## src/io_bus_defs.svh

```systemverilog
// io bus constants for widths, lane count and the decoded port pages
`ifndef IO_BUS_DEFS_SVH
`define IO_BUS_DEFS_SVH

// --------------------
// widths
// --------------------
`define IO_ADDR_W        16
`define IO_DATA_W        32
`define IO_BYTE_W        8
`define IO_LANES         4
// low address bits inside one port page
`define IO_OFFSET_W      4
`define IO_NUM_TARGETS   6

// --------------------
// port pages
// --------------------
// page number is the address above the offset bits
`define IO_PAGE_PIC_M    12'h002
`define IO_PAGE_PIT      12'h004
`define IO_PAGE_PS2      12'h006
`define IO_PAGE_RTC      12'h007
`define IO_PAGE_PIC_S    12'h00A
// disk data port, full word path
`define IO_PAGE_HDD      12'h01F

// ide control sits alone on a shared page
`define IO_PORT_IDE_CTRL 16'h03F6

`endif

```

## src/io_bus_pkg.sv

```systemverilog
// io bus types for port addresses, data, target selects and request bundles
`include "io_bus_defs.svh"

package io_bus_pkg;

   // --------------------
   // plain vectors
   // --------------------
   typedef logic [`IO_ADDR_W-1:0]         io_addr_t;
   typedef logic [`IO_DATA_W-1:0]         io_word_t;
   typedef logic [`IO_BYTE_W-1:0]         io_byte_t;
   typedef logic [`IO_LANES-1:0]          io_be_t;
   typedef logic [`IO_OFFSET_W-1:0]       io_offset_t;
   typedef logic [$clog2(`IO_LANES)-1:0]  io_lane_t;
   // one bit per byte target
   typedef logic [`IO_NUM_TARGETS-1:0]    io_target_mask_t;
   typedef io_byte_t [`IO_NUM_TARGETS-1:0] io_target_rdata_t;

   // bit positions in the target masks
   typedef enum logic [2:0] {
      tgt_pic_master = 3'd0,
      tgt_pit        = 3'd1,
      tgt_ps2        = 3'd2,
      tgt_rtc        = 3'd3,
      tgt_pic_slave  = 3'd4,
      tgt_ide_ctrl   = 3'd5
   } io_target_e;

   typedef enum logic {
      conv_idle,
      conv_issue
   } conv_state_e;

   // --------------------
   // request bundles
   // --------------------
   typedef struct packed {
      io_addr_t addr;
      io_be_t   be;
      logic     read;
      logic     write;
      io_word_t wdata;
   } host_req_t;

   // single byte access out of the lane converter
   typedef struct packed {
      io_addr_t addr;
      logic     read;
      logic     write;
      io_byte_t wdata;
   } byte_req_t;

   // shared by all byte targets
   typedef struct packed {
      io_offset_t offset;
      io_byte_t   wdata;
   } target_req_t;

   typedef struct packed {
      logic     word_sel;
      logic     read;
      logic     write;
      io_word_t wdata;
      io_be_t   be;
   } hdd_req_t;

endpackage

```

## src/io_host_split.sv

```systemverilog
// host split that steers disk page accesses to the data port and merges returns
`timescale 1ns/1ns
`include "io_bus_defs.svh"

module io_host_split (
   input  logic                  clk_sys,
   input  logic                  rst_n,
   input  io_bus_pkg::host_req_t host_req,
   input  logic                  conv_waitrequest,
   input  io_bus_pkg::io_word_t  conv_readdata,
   input  logic                  conv_readdatavalid,
   input  io_bus_pkg::io_word_t  hdd_readdata,
   output io_bus_pkg::host_req_t conv_req,
   output io_bus_pkg::hdd_req_t  hdd_req,
   output logic                  waitrequest,
   output io_bus_pkg::io_word_t  readdata,
   output logic                  readdatavalid
);
   import io_bus_pkg::*;

   logic is_hdd;
   logic hdd_rvalid;

   // --------------------
   // page check
   // --------------------
   assign is_hdd = (host_req.addr[`IO_ADDR_W-1:`IO_OFFSET_W] == `IO_PAGE_HDD);

   // full word to the disk, no splitting
   assign hdd_req.word_sel = host_req.addr[2];
   assign hdd_req.read     = host_req.read  && is_hdd;
   assign hdd_req.write    = host_req.write && is_hdd;
   assign hdd_req.wdata    = host_req.wdata;
   assign hdd_req.be       = host_req.be;

   // converter only sees the byte path
   always_comb begin
      conv_req       = host_req;
      conv_req.read  = host_req.read  && !is_hdd;
      conv_req.write = host_req.write && !is_hdd;
   end

   // disk never stalls
   assign waitrequest = conv_waitrequest;

   // --------------------
   // read return
   // --------------------
   // disk word lands one cycle after the strobe
   always_ff @(posedge clk_sys or negedge rst_n) begin
      if (!rst_n) begin
         hdd_rvalid <= 1'b0;
      end else begin
         hdd_rvalid <= hdd_req.read;
      end
   end

   // one read outstanding so the two valids never overlap
   assign readdata      = hdd_rvalid ? hdd_readdata : conv_readdata;
   assign readdatavalid = hdd_rvalid || conv_readdatavalid;

endmodule

```

## src/io_byte_lane_converter.sv

```systemverilog
// byte lane converter that turns one word access into a run of byte accesses
`timescale 1ns/1ns
`include "io_bus_defs.svh"

module io_byte_lane_converter (
   input  logic                  clk_sys,
   input  logic                  rst_n,
   input  io_bus_pkg::host_req_t conv_req,
   input  logic                  byte_rvalid,
   input  io_bus_pkg::io_byte_t  byte_rdata,
   output logic                  conv_waitrequest,
   output io_bus_pkg::byte_req_t byte_req,
   output io_bus_pkg::io_word_t  conv_readdata,
   output logic                  conv_readdatavalid
);
   import io_bus_pkg::*;

   // lowest set lane of a mask
   function automatic io_lane_t lowest_lane(input io_be_t mask);
      io_lane_t lane;
      lane = '0;
      for (int i = `IO_LANES - 1; i >= 0; i--) begin
         if (mask[i]) begin
            lane = io_lane_t'(i);
         end
      end
      return lane;
   endfunction

   conv_state_e state;
   // be field holds the lanes still to go
   host_req_t   req_q;
   io_lane_t    lane_q;

   host_req_t   active_req;
   io_lane_t    cur_lane;
   io_be_t      rest_mask;
   logic        issue;
   logic        last;
   logic        start_read;

   // return side
   io_lane_t    tag_lane;
   logic        tag_last;
   io_word_t    rd_word;
   io_word_t    merged;

   // --------------------
   // issue side
   // --------------------
   // first byte straight from the host request, later ones from the capture
   always_comb begin
      if (state == conv_idle) begin
         active_req = conv_req;
         cur_lane   = lowest_lane(conv_req.be);
         issue      = conv_req.read || conv_req.write;
      end else begin
         active_req = req_q;
         cur_lane   = lane_q;
         issue      = 1'b1;
      end
      rest_mask = active_req.be & ~(io_be_t'(1) << cur_lane);
      last      = (rest_mask == '0);
   end

   // hold the host until the final lane goes out
   assign conv_waitrequest = issue && !last;
   assign start_read       = (state == conv_idle) && conv_req.read;

   // lane i lands on the word address plus i
   assign byte_req.addr  = {active_req.addr[`IO_ADDR_W-1:$bits(io_lane_t)], cur_lane};
   assign byte_req.read  = issue && active_req.read;
   assign byte_req.write = issue && active_req.write;
   assign byte_req.wdata = active_req.wdata[cur_lane*`IO_BYTE_W +: `IO_BYTE_W];

   // fsm
   always_ff @(posedge clk_sys or negedge rst_n) begin
      if (!rst_n) begin
         state  <= conv_idle;
         lane_q <= '0;
      end else begin
         lane_q <= lowest_lane(rest_mask);
         case (state)
            conv_idle: begin
               if (issue && !last) begin
                  state <= conv_issue;
               end
            end
            conv_issue: begin
               if (last) begin
                  state <= conv_idle;
               end
            end
            default: state <= conv_idle;
         endcase
      end
   end

   // capture while idle, then only the lane mask moves
   always_ff @(posedge clk_sys) begin
      if (state == conv_idle) begin
         req_q <= conv_req;
      end
      req_q.be <= rest_mask;
   end

   // --------------------
   // return side
   // --------------------
   // tag follows the strobe by one cycle like the data
   always_ff @(posedge clk_sys or negedge rst_n) begin
      if (!rst_n) begin
         tag_lane <= '0;
         tag_last <= 1'b0;
      end else begin
         tag_lane <= cur_lane;
         tag_last <= last;
      end
   end

   // drop the incoming byte into its lane
   always_comb begin
      for (int i = 0; i < `IO_LANES; i++) begin
         if (byte_rvalid && (tag_lane == io_lane_t'(i))) begin
            merged[i*`IO_BYTE_W +: `IO_BYTE_W] = byte_rdata;
         end else begin
            merged[i*`IO_BYTE_W +: `IO_BYTE_W] = rd_word[i*`IO_BYTE_W +: `IO_BYTE_W];
         end
      end
   end

   // cleared on a new read so unenabled lanes stay zero
   always_ff @(posedge clk_sys) begin
      if (start_read) begin
         rd_word <= '0;
      end else if (byte_rvalid) begin
         rd_word <= merged;
      end
   end

   // word complete with the last lane's byte
   assign conv_readdata      = merged;
   assign conv_readdatavalid = byte_rvalid && tag_last;

endmodule

```

## src/io_port_decoder.sv

```systemverilog
// port decoder that maps byte accesses onto target strobes and returns read bytes
`timescale 1ns/1ns
`include "io_bus_defs.svh"

module io_port_decoder (
   input  logic                         clk_sys,
   input  logic                         rst_n,
   input  io_bus_pkg::byte_req_t        byte_req,
   input  io_bus_pkg::io_target_rdata_t target_readdata,
   output io_bus_pkg::target_req_t      target_req,
   output io_bus_pkg::io_target_mask_t  target_read,
   output io_bus_pkg::io_target_mask_t  target_write,
   output logic                         byte_rvalid,
   output io_bus_pkg::io_byte_t         byte_rdata
);
   import io_bus_pkg::*;

   logic [`IO_ADDR_W-`IO_OFFSET_W-1:0] page;
   io_target_mask_t                    hit;
   logic                               unmapped_rd;
   // top bit marks an unmapped read
   logic [`IO_NUM_TARGETS:0]           rd_sel_q;

   // --------------------
   // address decode
   // --------------------
   assign page = byte_req.addr[`IO_ADDR_W-1:`IO_OFFSET_W];

   // pages are disjoint, at most one hit
   always_comb begin
      hit                 = '0;
      hit[tgt_pic_master] = (page == `IO_PAGE_PIC_M);
      hit[tgt_pit]        = (page == `IO_PAGE_PIT);
      hit[tgt_ps2]        = (page == `IO_PAGE_PS2);
      hit[tgt_rtc]        = (page == `IO_PAGE_RTC);
      hit[tgt_pic_slave]  = (page == `IO_PAGE_PIC_S);
      // single port, full compare
      hit[tgt_ide_ctrl]   = (byte_req.addr == `IO_PORT_IDE_CTRL);
   end

   // strobes same cycle as the byte request
   assign target_read  = hit & {`IO_NUM_TARGETS{byte_req.read}};
   assign target_write = hit & {`IO_NUM_TARGETS{byte_req.write}};

   // offset and data broadcast to everyone
   assign target_req.offset = byte_req.addr[`IO_OFFSET_W-1:0];
   assign target_req.wdata  = byte_req.wdata;

   // unmapped writes just vanish
   assign unmapped_rd = byte_req.read && (hit == '0);

   // --------------------
   // read return
   // --------------------
   always_ff @(posedge clk_sys or negedge rst_n) begin
      if (!rst_n) begin
         rd_sel_q <= '0;
      end else begin
         rd_sel_q <= {unmapped_rd, target_read};
      end
   end

   assign byte_rvalid = |rd_sel_q;

   // and-or mux over the one-hot select
   // unmapped bit picks nothing so the byte reads zero
   always_comb begin
      byte_rdata = '0;
      for (int i = 0; i < `IO_NUM_TARGETS; i++) begin
         if (rd_sel_q[i]) begin
            byte_rdata = byte_rdata | target_readdata[i];
         end
      end
   end

endmodule

```

## src/io_bus_top.sv

```systemverilog
// io port bus top joining the disk split, byte lane converter and port decoder
`timescale 1ns/1ns

module io_bus_top (
   input  logic                         clk_sys,
   input  logic                         rst_n,
   // host port access
   input  io_bus_pkg::host_req_t        host_req,
   output logic                         waitrequest,
   output io_bus_pkg::io_word_t         readdata,
   output logic                         readdatavalid,
   // disk data port
   output io_bus_pkg::hdd_req_t         hdd_req,
   input  io_bus_pkg::io_word_t         hdd_readdata,
   // byte targets
   output io_bus_pkg::target_req_t      target_req,
   output io_bus_pkg::io_target_mask_t  target_read,
   output io_bus_pkg::io_target_mask_t  target_write,
   input  io_bus_pkg::io_target_rdata_t target_readdata
);
   import io_bus_pkg::*;

   // --------------------
   // internal links
   // --------------------
   // split to converter
   host_req_t conv_req;
   logic      conv_waitrequest;
   io_word_t  conv_readdata;
   logic      conv_readdatavalid;

   // converter to decoder
   byte_req_t byte_req;
   logic      byte_rvalid;
   io_byte_t  byte_rdata;

   // disk page goes straight out, the rest to the converter
   io_host_split i_io_host_split (
      .clk_sys            (clk_sys),
      .rst_n              (rst_n),
      .host_req           (host_req),
      .conv_waitrequest   (conv_waitrequest),
      .conv_readdata      (conv_readdata),
      .conv_readdatavalid (conv_readdatavalid),
      .hdd_readdata       (hdd_readdata),
      .conv_req           (conv_req),
      .hdd_req            (hdd_req),
      .waitrequest        (waitrequest),
      .readdata           (readdata),
      .readdatavalid      (readdatavalid)
   );

   // word to byte sequencing
   io_byte_lane_converter i_io_byte_lane_converter (
      .clk_sys            (clk_sys),
      .rst_n              (rst_n),
      .conv_req           (conv_req),
      .byte_rvalid        (byte_rvalid),
      .byte_rdata         (byte_rdata),
      .conv_waitrequest   (conv_waitrequest),
      .byte_req           (byte_req),
      .conv_readdata      (conv_readdata),
      .conv_readdatavalid (conv_readdatavalid)
   );

   // byte address to target strobes
   io_port_decoder i_io_port_decoder (
      .clk_sys         (clk_sys),
      .rst_n           (rst_n),
      .byte_req        (byte_req),
      .target_readdata (target_readdata),
      .target_req      (target_req),
      .target_read     (target_read),
      .target_write    (target_write),
      .byte_rvalid     (byte_rvalid),
      .byte_rdata      (byte_rdata)
   );

endmodule

```

## config.mk

```make
export PLATFORM = sky130hd
export DESIGN_NAME = io_bus_top
export DESIGN_NICKNAME = d
export VERILOG_FILES = /design/src/io_bus_pkg.sv /design/src/io_host_split.sv /design/src/io_byte_lane_converter.sv /design/src/io_port_decoder.sv /design/src/io_bus_top.sv
export VERILOG_INCLUDE_DIRS = /design/src /design/src/src
export SDC_FILE = /design/constraint.sdc
export NUM_CORES = 1
export LEC_CHECK = 0
export BUFFER_PORTS_ARGS = -buffer_cell sky130_fd_sc_hd__buf_2
export CORE_AREA = 5 5 126 128
export DETAILED_ROUTE_END_ITERATION = 8
export DIE_AREA = 0 0 131 133
export GPL_TIMING_DRIVEN = 0
export PLACE_DENSITY = 0.73
export SYNTH_ARGS = -nofsm -noshare
export SYNTH_HDL_FRONTEND = slang
export SYNTH_HIERARCHICAL = 1
export SYNTH_SLANG_ARGS = --single-unit
```

## constraint.sdc

```tcl
create_clock -name clk_sys -period 7.4 [get_ports clk_sys]
set_input_delay 1.11 -clock clk_sys [delete_from_list [all_inputs] [get_ports clk_sys]]
set_output_delay 1.11 -clock clk_sys [all_outputs]
set_load 0.01 [all_outputs]
```

==> metrics.txt, run 1 <==
Final Util=49.16%; post-layout min period=4.361 ns; Die ar.=17420 um^2; initial antenna violation count=0; root buffer cell=clkbuf_16; relative slew slack=57.11%; commonest non-fill, non-tap cell in the layout=buf_2; Area after DPL=6915 um^2; crit path launch type=input port; Peak Freq=229.3 MHz; Nets=892; hold path startpoint=i_io_byte_lane_converter/req_q[20]; reg-to-reg endpoint=i_io_port_decoder/rd_sel_q[3]; post-CTS setup repair buffer count=0; hpwl dp=12320 um; hold crit path type=flip-flop to flip-flop; Die Span Y=133 um; Crit path required time=6.29 ns; Worst Clk Skew=0.008705 ns; Reg2Reg Depth=9; DR vias=4645; Rows=45; # hold bufs at CTS=0; GP Congestion=0.8261; pin count of the biggest net entering global routing=17; First-pass DRT Iterations=4; synth warn=6; CTS H-tree depth=3; most frequent cells in the layout=buf_2, buf_4, mux2_2, dfxtp_1, a21boi_0; Setup CP Type=input port to output pin; Avg Synthesized Cell Area=10.34 um^2; drt total wl=15490 um; final hold vios=0; hold path depth=1; run status=completed; Leakage=3.556 nW; vias in the first global route=4582; Max Cap Viol=0; drt drc=0; initial core utilization=38.77%; final worst path period share=58.94%; first-pass GRT wire length=23020 um; FF-to-FF setup slack=4.57 ns; Max VDD drop=0.0002350 V; Least-Margin Pin Slew=0.6271 ns; chip width=131 um; cell area after layout=7252 um^2; Pwr Total=2.434 mW; post-CTS sizing=0; layout cells sized above 1=60.18%; Sink Count=98; vias per cell=4.895; Syn-to-layout area delta=26.80%; worst slack, placed=3.079 ns; Port Buffers=192; Fill cells=1412; Power Dens Cells=335.6 nW/um^2; Final WS setup=3.039 ns; CP Max Fanout=12; TritonCTS Buffers=9; drt initial violations=191; Overflow after GRT=0; n_diodes=0; FF+latch area=2032 um^2; final setup vio count=0; Arr. time, crit path=3.25 ns; mean routed wirelength per cell=16.32 um; Routed Antenna Nets=0; area of the core=14750 um^2; Cells after Synth=553; CTS tree=built; CP Capture Type=output pin; syn nets=689; clock-pin slew on the worst setup and hold paths=0.07 ns; fin. max-slew vios=0; Global Route Usage Sum=16.98%; reg2reg start=i_io_byte_lane_converter/state; worst-case clock buffer depth=2; later-pin clock latency in the skew report=0.34 ns; Multi-input gate area=2655 um^2; TNS Setup=0 ns; Top Ports=233; Worst Hold End=i_io_byte_lane_converter/req_q[20]; Post-Syn Area=5719 um^2; RSZ-0062 raised after global routing=false
==> flip-flops by register name (all words and copies together) (netlist names) <==
register and cells:
i_io_byte_lane_converter/lane_q 2, i_io_byte_lane_converter/rd_word 32, i_io_byte_lane_converter/req_q 52, i_io_byte_lane_converter/state 1, i_io_byte_lane_converter/tag_lane 2, i_io_byte_lane_converter/tag_last 1
i_io_host_split/hdd_rvalid 1, i_io_port_decoder/rd_sel_q 7
==> final cells by class <==
cell class	instances	area share, %
plain buffers	144	13.91
clock buffers	11	3.502
well taps	188	3.244
inverters	6	0.3278
clock inverters	5	1.139
flip-flops and latches	98	28.02
repair buffers	192	13.25
multi-input cells	305	36.61
==> report_power, final <==
part / switching (mW) / internal (mW)
Sequential: 0.0555 / 0.699
Combinational: 0.549 / 0.609
Clock: 0.203 / 0.318
Total: 0.808 / 1.63
==> metal layers <==
metal | vias to the layer above | GRT usage, % | part of all wire (%)
met2 | 209 | 29.91 | 50
met4 | 0 | 6.171 | 1.5
li1 | 2270 | - | -
met5 | - | 0 | 0
met3 | 14 | 4.037 | 8.7
met1 | 2152 | 19.69 | 40
==> worst max-delay path, stage by stage <==
cell and delay, ns:
buf_4 0.13, or2_1 0.24, o221a_2 0.22, buf_2 0.17, buf_2 0.27, nand4b_1 0.23
nor4_1 0.46, and3_1 0.26, buf_2 0.15
==> how the worst max path moves through the flow <==
| stage | from | to | cells past startpoint | slack (ns) |
|---|---|---|---|---|
| 4_1_cts | i_io_byte_lane_converter/state | target_read[3] | 10 | 3.05 |
| 2_1_floorplan | host_req[35] | target_read[5] | 8 | 3.52 |
| 3_5_place_dp | host_req[35] | target_read[5] | 9 | 3.08 |
| 3_3_place_gp | host_req[35] | target_read[5] | 9 | 3.09 |
| 6_report | host_req[35] | target_read[5] | 9 | 3.04 |
| 5_1_grt | i_io_byte_lane_converter/state | target_read[4] | 11 | 2.83 |
==> metrics by stage <==
step | hold slack (ns) | cells
after floorplan | 0.4490 | 553
after global placement | 0.4533 | 933
after detailed placement | 0.4586 | 933
after CTS | 0.4756 | 949
after global routing | 0.4831 | 949
final | 0.4733 | 949
(Power assumes the default switching activity.)
==> run 2, diff against run 1 <==
Settings changed: PLACE_DENSITY 0.73 to 0.76.
Clock period 7.4 ns to 3.6 ns, I/O delays scaled along.
==> metrics.txt, run 2 (synthesis gave the netlist of run 1 again) <==
worst-case clock buffer depth=2 (unchanged); final worst path period share=95.70%; TritonCTS Buffers=9 (unchanged); CP Max Fanout=17 (+5); CTS H-tree depth=3 (unchanged); Max VDD drop=0.0005112 V (+120%); Rows=45 (unchanged); TNS Setup=0 ns (unchanged); Least-Margin Pin Slew=0.4608 ns (-0.1663 ns); mean routed wirelength per cell=15.47 um (-5.2%); pin count of the biggest net entering global routing=18 (+1); met1 usage in global routing=19.36% (-0.32 points); vias in the first global route=4693 (+2.4%); Die Span Y=133 um (unchanged); Peak Freq=290.3 MHz; Leakage=3.541 nW (-0.40%); Fill cells=1387 (-1.8%); Sink Count=98 (unchanged); Routed Antenna Nets=0 (unchanged); cell area after layout=7227 um^2 (-0.35%); Overflow after GRT=0 (unchanged); Layout Cells excl Fill=948 (-0.11%); reg-to-reg endpoint=i_io_port_decoder/rd_sel_q[6]; run status=completed; Top Ports=233 (unchanged); hold slack=0.08803 ns (-0.3852 ns); drt initial violations=174 (-8.9%); Top Registers=i_io_byte_lane_converter/req_q: 52 flops, i_io_byte_lane_converter/rd_word: 32 flops, i_io_port_decoder/rd_sel_q: 7 flops; post-CTS setup repair buffer count=0 (unchanged); initial antenna violation count=0 (unchanged); drt total wl=14670 um (-5.3%); drt drc=0 (unchanged); fin. max-slew vios=0 (unchanged); root buffer cell=clkbuf_16; vias per cell=4.905 (+0.21%); Final Util=48.99% (-0.17 points); Biggest register=i_io_byte_lane_converter/req_q; Crit path required time=3.06 ns (-3.23 ns); first-pass GRT wire length=22510 um (-2.2%); layout cells sized above 1=60.26% (+0.079 points); First-pass DRT Iterations=5 (+1); Reg2Reg Depth=9 (unchanged); CP Capture Type=output pin; hpwl dp=11680 um (-5.2%); most used routing layer=met2; RSZ-0062 raised after global routing=false; chip width=131 um (unchanged); final hold vios=0 (unchanged); most frequent cells in the layout=buf_2, buf_4, mux2_2, dfxtp_1, a21boi_0; Syn-to-layout area delta=26.36%; Die ar.=17420 um^2 (unchanged); commonest non-fill, non-tap cell in the layout=buf_2; relative slew slack=68.40% (+11 points); Final WS setup=0.1548 ns (-2.884 ns); area of the core=14750 um^2 (unchanged); post-CTS sizing=4 (+4); Cells after DPL=933 (unchanged); Max Cap Viol=0 (unchanged); crit path launch type=flip-flop; met3 GRT Util=3.633% (-0.40 points); n_diodes=0 (unchanged); post-layout min period=3.445 ns; clock-pin slew on the worst setup and hold paths=0.07 ns (about the same); Global Route Usage Sum=16.38% (-0.60 points); Worst Clk Skew=0.008553 ns (-0.0001524 ns); CTS tree=built; Arr. time, crit path=2.91 ns (-0.34 ns); hold crit path type=input port to asynchronous set/reset pin; Area after DPL=6915 um^2 (unchanged); DR vias=4650 (+0.11%); flip-flop count of the largest register after layout=52 (unchanged); FF-to-FF setup slack=1.09 ns (-3.48 ns); GP Congestion=0.8688 (+5.2%); final setup vio count=0 (unchanged); Port Buffers=192 (unchanged); Pwr Total=4.911 mW (+100%); # hold bufs at CTS=0 (unchanged); Setup CP Type=flip-flop to output pin; Nets=891 (-0.11%); worst slack, placed=0.2323 ns (-2.847 ns); initial core utilization=38.77% (unchanged); Power Dens Cells=679.5 nW/um^2 (+100%); later-pin clock latency in the skew report=0.35 ns (about the same); reg2reg start=i_io_byte_lane_converter/state; met2 Track Usage GR=28.27% (-1.6 points)
## run 2: changes by cell type in the layout (fill, tap and decap cells not counted), sizes merged
| cell | change |
|---|---|
| buf | -1 |
| inv | +1 |
| bufinv | -1 |
## run 2: how the worst max path moves through the flow
stage,from,end,slack (ns),cells past startpoint
after global placement,i_io_byte_lane_converter/state,target_read[2],0.23,10
final,i_io_byte_lane_converter/state,target_read[1],0.15,10
after global routing,i_io_byte_lane_converter/state,target_read[5],0.001,9
after CTS,i_io_byte_lane_converter/state,target_read[1],0.14,10
after floorplan,i_io_byte_lane_converter/state,target_write[0],0.71,10
after detailed placement,i_io_byte_lane_converter/state,target_read[1],0.23,11
## run 2: metal layers
metal,up-vias,part of all wire [%]
met4,0,2.4
met2,196,50
met3,26,8.0
met1,2148,40
met5,-,0
li1,2280,-
## run 2: final cells by class
type | count | area (um^2) | share of cell area (%)
clock inverter | 5 | 61.31 | 0.8483
tap | 188 | 235.2 | 3.255
timing repair buffer | 192 | 960.9 | 13.30
inverter | 6 | 23.77 | 0.3289
clock buffer | 11 | 242.7 | 3.359
multi-input combinational | 305 | 2660 | 36.81
buffer | 143 | 1011 | 13.99
sequential | 98 | 2032 | 28.12
## run 2: report_power, final
| group | switching [mW] | total [mW] | internal, mW |
|---|---|---|---|
| Sequential | 0.114 | 1.55 | 1.44 |
| Clock | 0.422 | 0.985 | 0.563 |
| Combinational | 1.12 | 2.37 | 1.26 |
| Total | 1.65 | 4.91 | 3.26 |
## run 2: critical path: stages (launching register included)
cell and delay (ns):
dfrtp_1 0.35, buf_6 0.17, buf_4 0.19, buf_4 0.21, mux2_2 0.36, buf_4 0.16, nor4b_2 0.33, nand4_1 0.24
nor3_2 0.17, and2_1 0.21, buf_2 0.15
==> run 3, diff against run 2 <==
Settings changed: BUFFER_PORTS_ARGS -buffer_cell sky130_fd_sc_hd__buf_2 to -buffer_cell sky130_fd_sc_hd__clkbuf_2.
==> metrics.txt, run 3 (synthesis gave the netlist of run 1 again) <==
Area after DPL=6915 um^2 (unchanged); hold crit path type=input port to asynchronous set/reset pin; Routed Antenna Nets=0 (unchanged); CTS H-tree depth=3 (unchanged); Arr. time, crit path=2.91 ns (about the same); hpwl dp=11940 um (+2.2%); CP Capture Type=output pin; Sink Count=98 (unchanged); later-pin clock latency in the skew report=0.35 ns (about the same); layout cells sized above 1=60.58% (+0.32 points); First-pass DRT Iterations=4 (-1); final hold vios=0 (unchanged); mean routed wirelength per cell=15.85 um (+2.5%); clock-pin slew on the worst setup and hold paths=0.07 ns (about the same); TritonCTS Buffers=9 (unchanged); final setup vio count=0 (unchanged); Multi-input gate area=2678 um^2 (+0.66%); Die Span Y=133 um (unchanged); root buffer cell=clkbuf_16; Reg2Reg Depth=9 (unchanged); run status=completed; RSZ-0062 raised after global routing=false; area of the core=14750 um^2 (unchanged); Nets=892 (+0.11%); vias per cell=4.937 (+0.65%); n_diodes=0 (unchanged); Fill cells=1414 (+1.9%); commonest non-fill, non-tap cell in the layout=clkbuf_2; drt initial violations=144 (-17%); reg2reg start=i_io_byte_lane_converter/state; GP Congestion=0.8602 (-0.99%); chip width=131 um (unchanged); Worst Clk Skew=0.009609 ns (+0.001056 ns); Port Buffers=192 (unchanged); Power Dens Cells=673.0 nW/um^2 (-0.97%); Top Registers=i_io_byte_lane_converter/req_q: 52 flops, i_io_byte_lane_converter/rd_word: 32 flops, i_io_port_decoder/rd_sel_q: 7 flops; first-pass GRT wire length=22890 um (+1.7%); Overflow after GRT=0 (unchanged); drt total wl=15050 um (+2.6%); post-layout min period=3.454 ns (+0.008361 ns); flip-flop count of the largest register after layout=52 (unchanged); initial core utilization=38.77% (unchanged); worst-case clock buffer depth=2 (unchanged); Global Route Usage Sum=16.66% (+0.28 points); Max VDD drop=0.0006236 V (+22%); drt drc=0 (unchanged); vias in the first global route=4717 (+0.51%); Crit path required time=3.06 ns (about the same); Top Ports=233 (unchanged); Critical path origin=i_io_byte_lane_converter/state; DR vias=4685 (+0.75%); initial antenna violation count=0 (unchanged); Setup CP Type=flip-flop to output pin; Peak Freq=289.6 MHz (-0.24%); CP Max Fanout=17 (unchanged); Leakage=3.512 nW (-0.83%); FF+latch area=2032 um^2 (unchanged); most frequent cells in the layout=clkbuf_2, buf_4, mux2_2, dfxtp_1, a21boi_0; relative slew slack=66.90% (-1.5 points); pin count of the biggest net entering global routing=18 (unchanged); hold slack=0.09615 ns (+0.008123 ns); Rows=45 (unchanged); fin. max-slew vios=0 (unchanged); cell area after layout=7223 um^2 (about the same); TNS Setup=0 ns (unchanged); Biggest register=i_io_byte_lane_converter/req_q; Max Cap Viol=0 (unchanged); final worst path period share=95.93% (+0.23 points); crit path launch type=flip-flop; Die ar.=17420 um^2 (unchanged); Least-Margin Pin Slew=0.4828 ns (+0.02199 ns); Syn-to-layout area delta=26.30% (about the same); CTS tree=built
run 3: cell count changes in the layout (fill, tap and decap cells not counted), sizes merged:
cell / previous run / this run
clkbuf: 24 / 217
buf: 322 / 131
clkinvlp: 0 / 2
inv: 7 / 5
bufinv: 1 / 0
run 3: layer usage:
metal	global-route usage, %	up-vias	part of all wire, %
met2	29.43	206	50
li1	-	2270	-
met4	6.229	0	2.2
met5	0	-	0
met3	4.320	24	8.2
met1	18.94	2185	40
run 3: power breakdown:
part           leakage, nW  total [mW]  switching (mW)  internal, mW
registers            0.878        1.56           0.118          1.44
clock network        0.129       0.902           0.414         0.488
logic                 2.51        2.40            1.15          1.26
total                 3.51        4.86            1.68          3.18
run 3: repair_timing:
action                     in CTS  in global routing
setup buffers                   1                  0
pin swaps                       1                  0
gates resized for setup         5                  2
hold buffers                    0                  0
setup endpoints to repair      10                  2
run 3: path summary, 6_finish.rpt:
kind	to	slack, ns
max	target_read[2]	0.15
min	i_io_port_decoder/rd_sel_q[0]	0.1
max reg2reg	i_io_port_decoder/rd_sel_q[3]	1.12
min reg2reg	i_io_byte_lane_converter/req_q[48]	0.47
max in group asynchronous	i_io_byte_lane_converter/tag_last	3.21
min in group clk_sys	i_io_byte_lane_converter/req_q[7]	0.43
run 3: area by class of cell:
cell class              count  share of cell area, %
inverters                   6                 0.3291
well taps                 188                  3.257
multi-input cells         305                  37.07
clock buffers              12                  3.412
plain buffers             143                  14.00
flip-flops and latches     98                  28.13
clock inverters             4                 0.3984
repair buffers            193                  13.41
run 3: stage by stage:
step | worst slack, ns | util, % | power, mW | std cells
after floorplan | 0.7109 | - | 3.366 | 553
after global placement | 0.2069 | 46.88 | 3.924 | 933
after detailed placement | 0.2215 | 46.88 | 3.975 | 933
after CTS | 0.1300 | 48.88 | 4.906 | 949
after global routing | 0.02627 | 48.97 | 5.177 | 949
final | 0.1464 | 48.97 | 4.861 | 949
run 3: worst max-delay path: stages, from the launching register on:
cell and delay (ns):
dfrtp_1 0.34, buf_6 0.17, buf_4 0.20, buf_4 0.22
mux2_2 0.37, buf_4 0.16, nor4b_2 0.33, nand4_1 0.21
buf_4 0.20, nor3_2 0.16, clkbuf_2 0.18
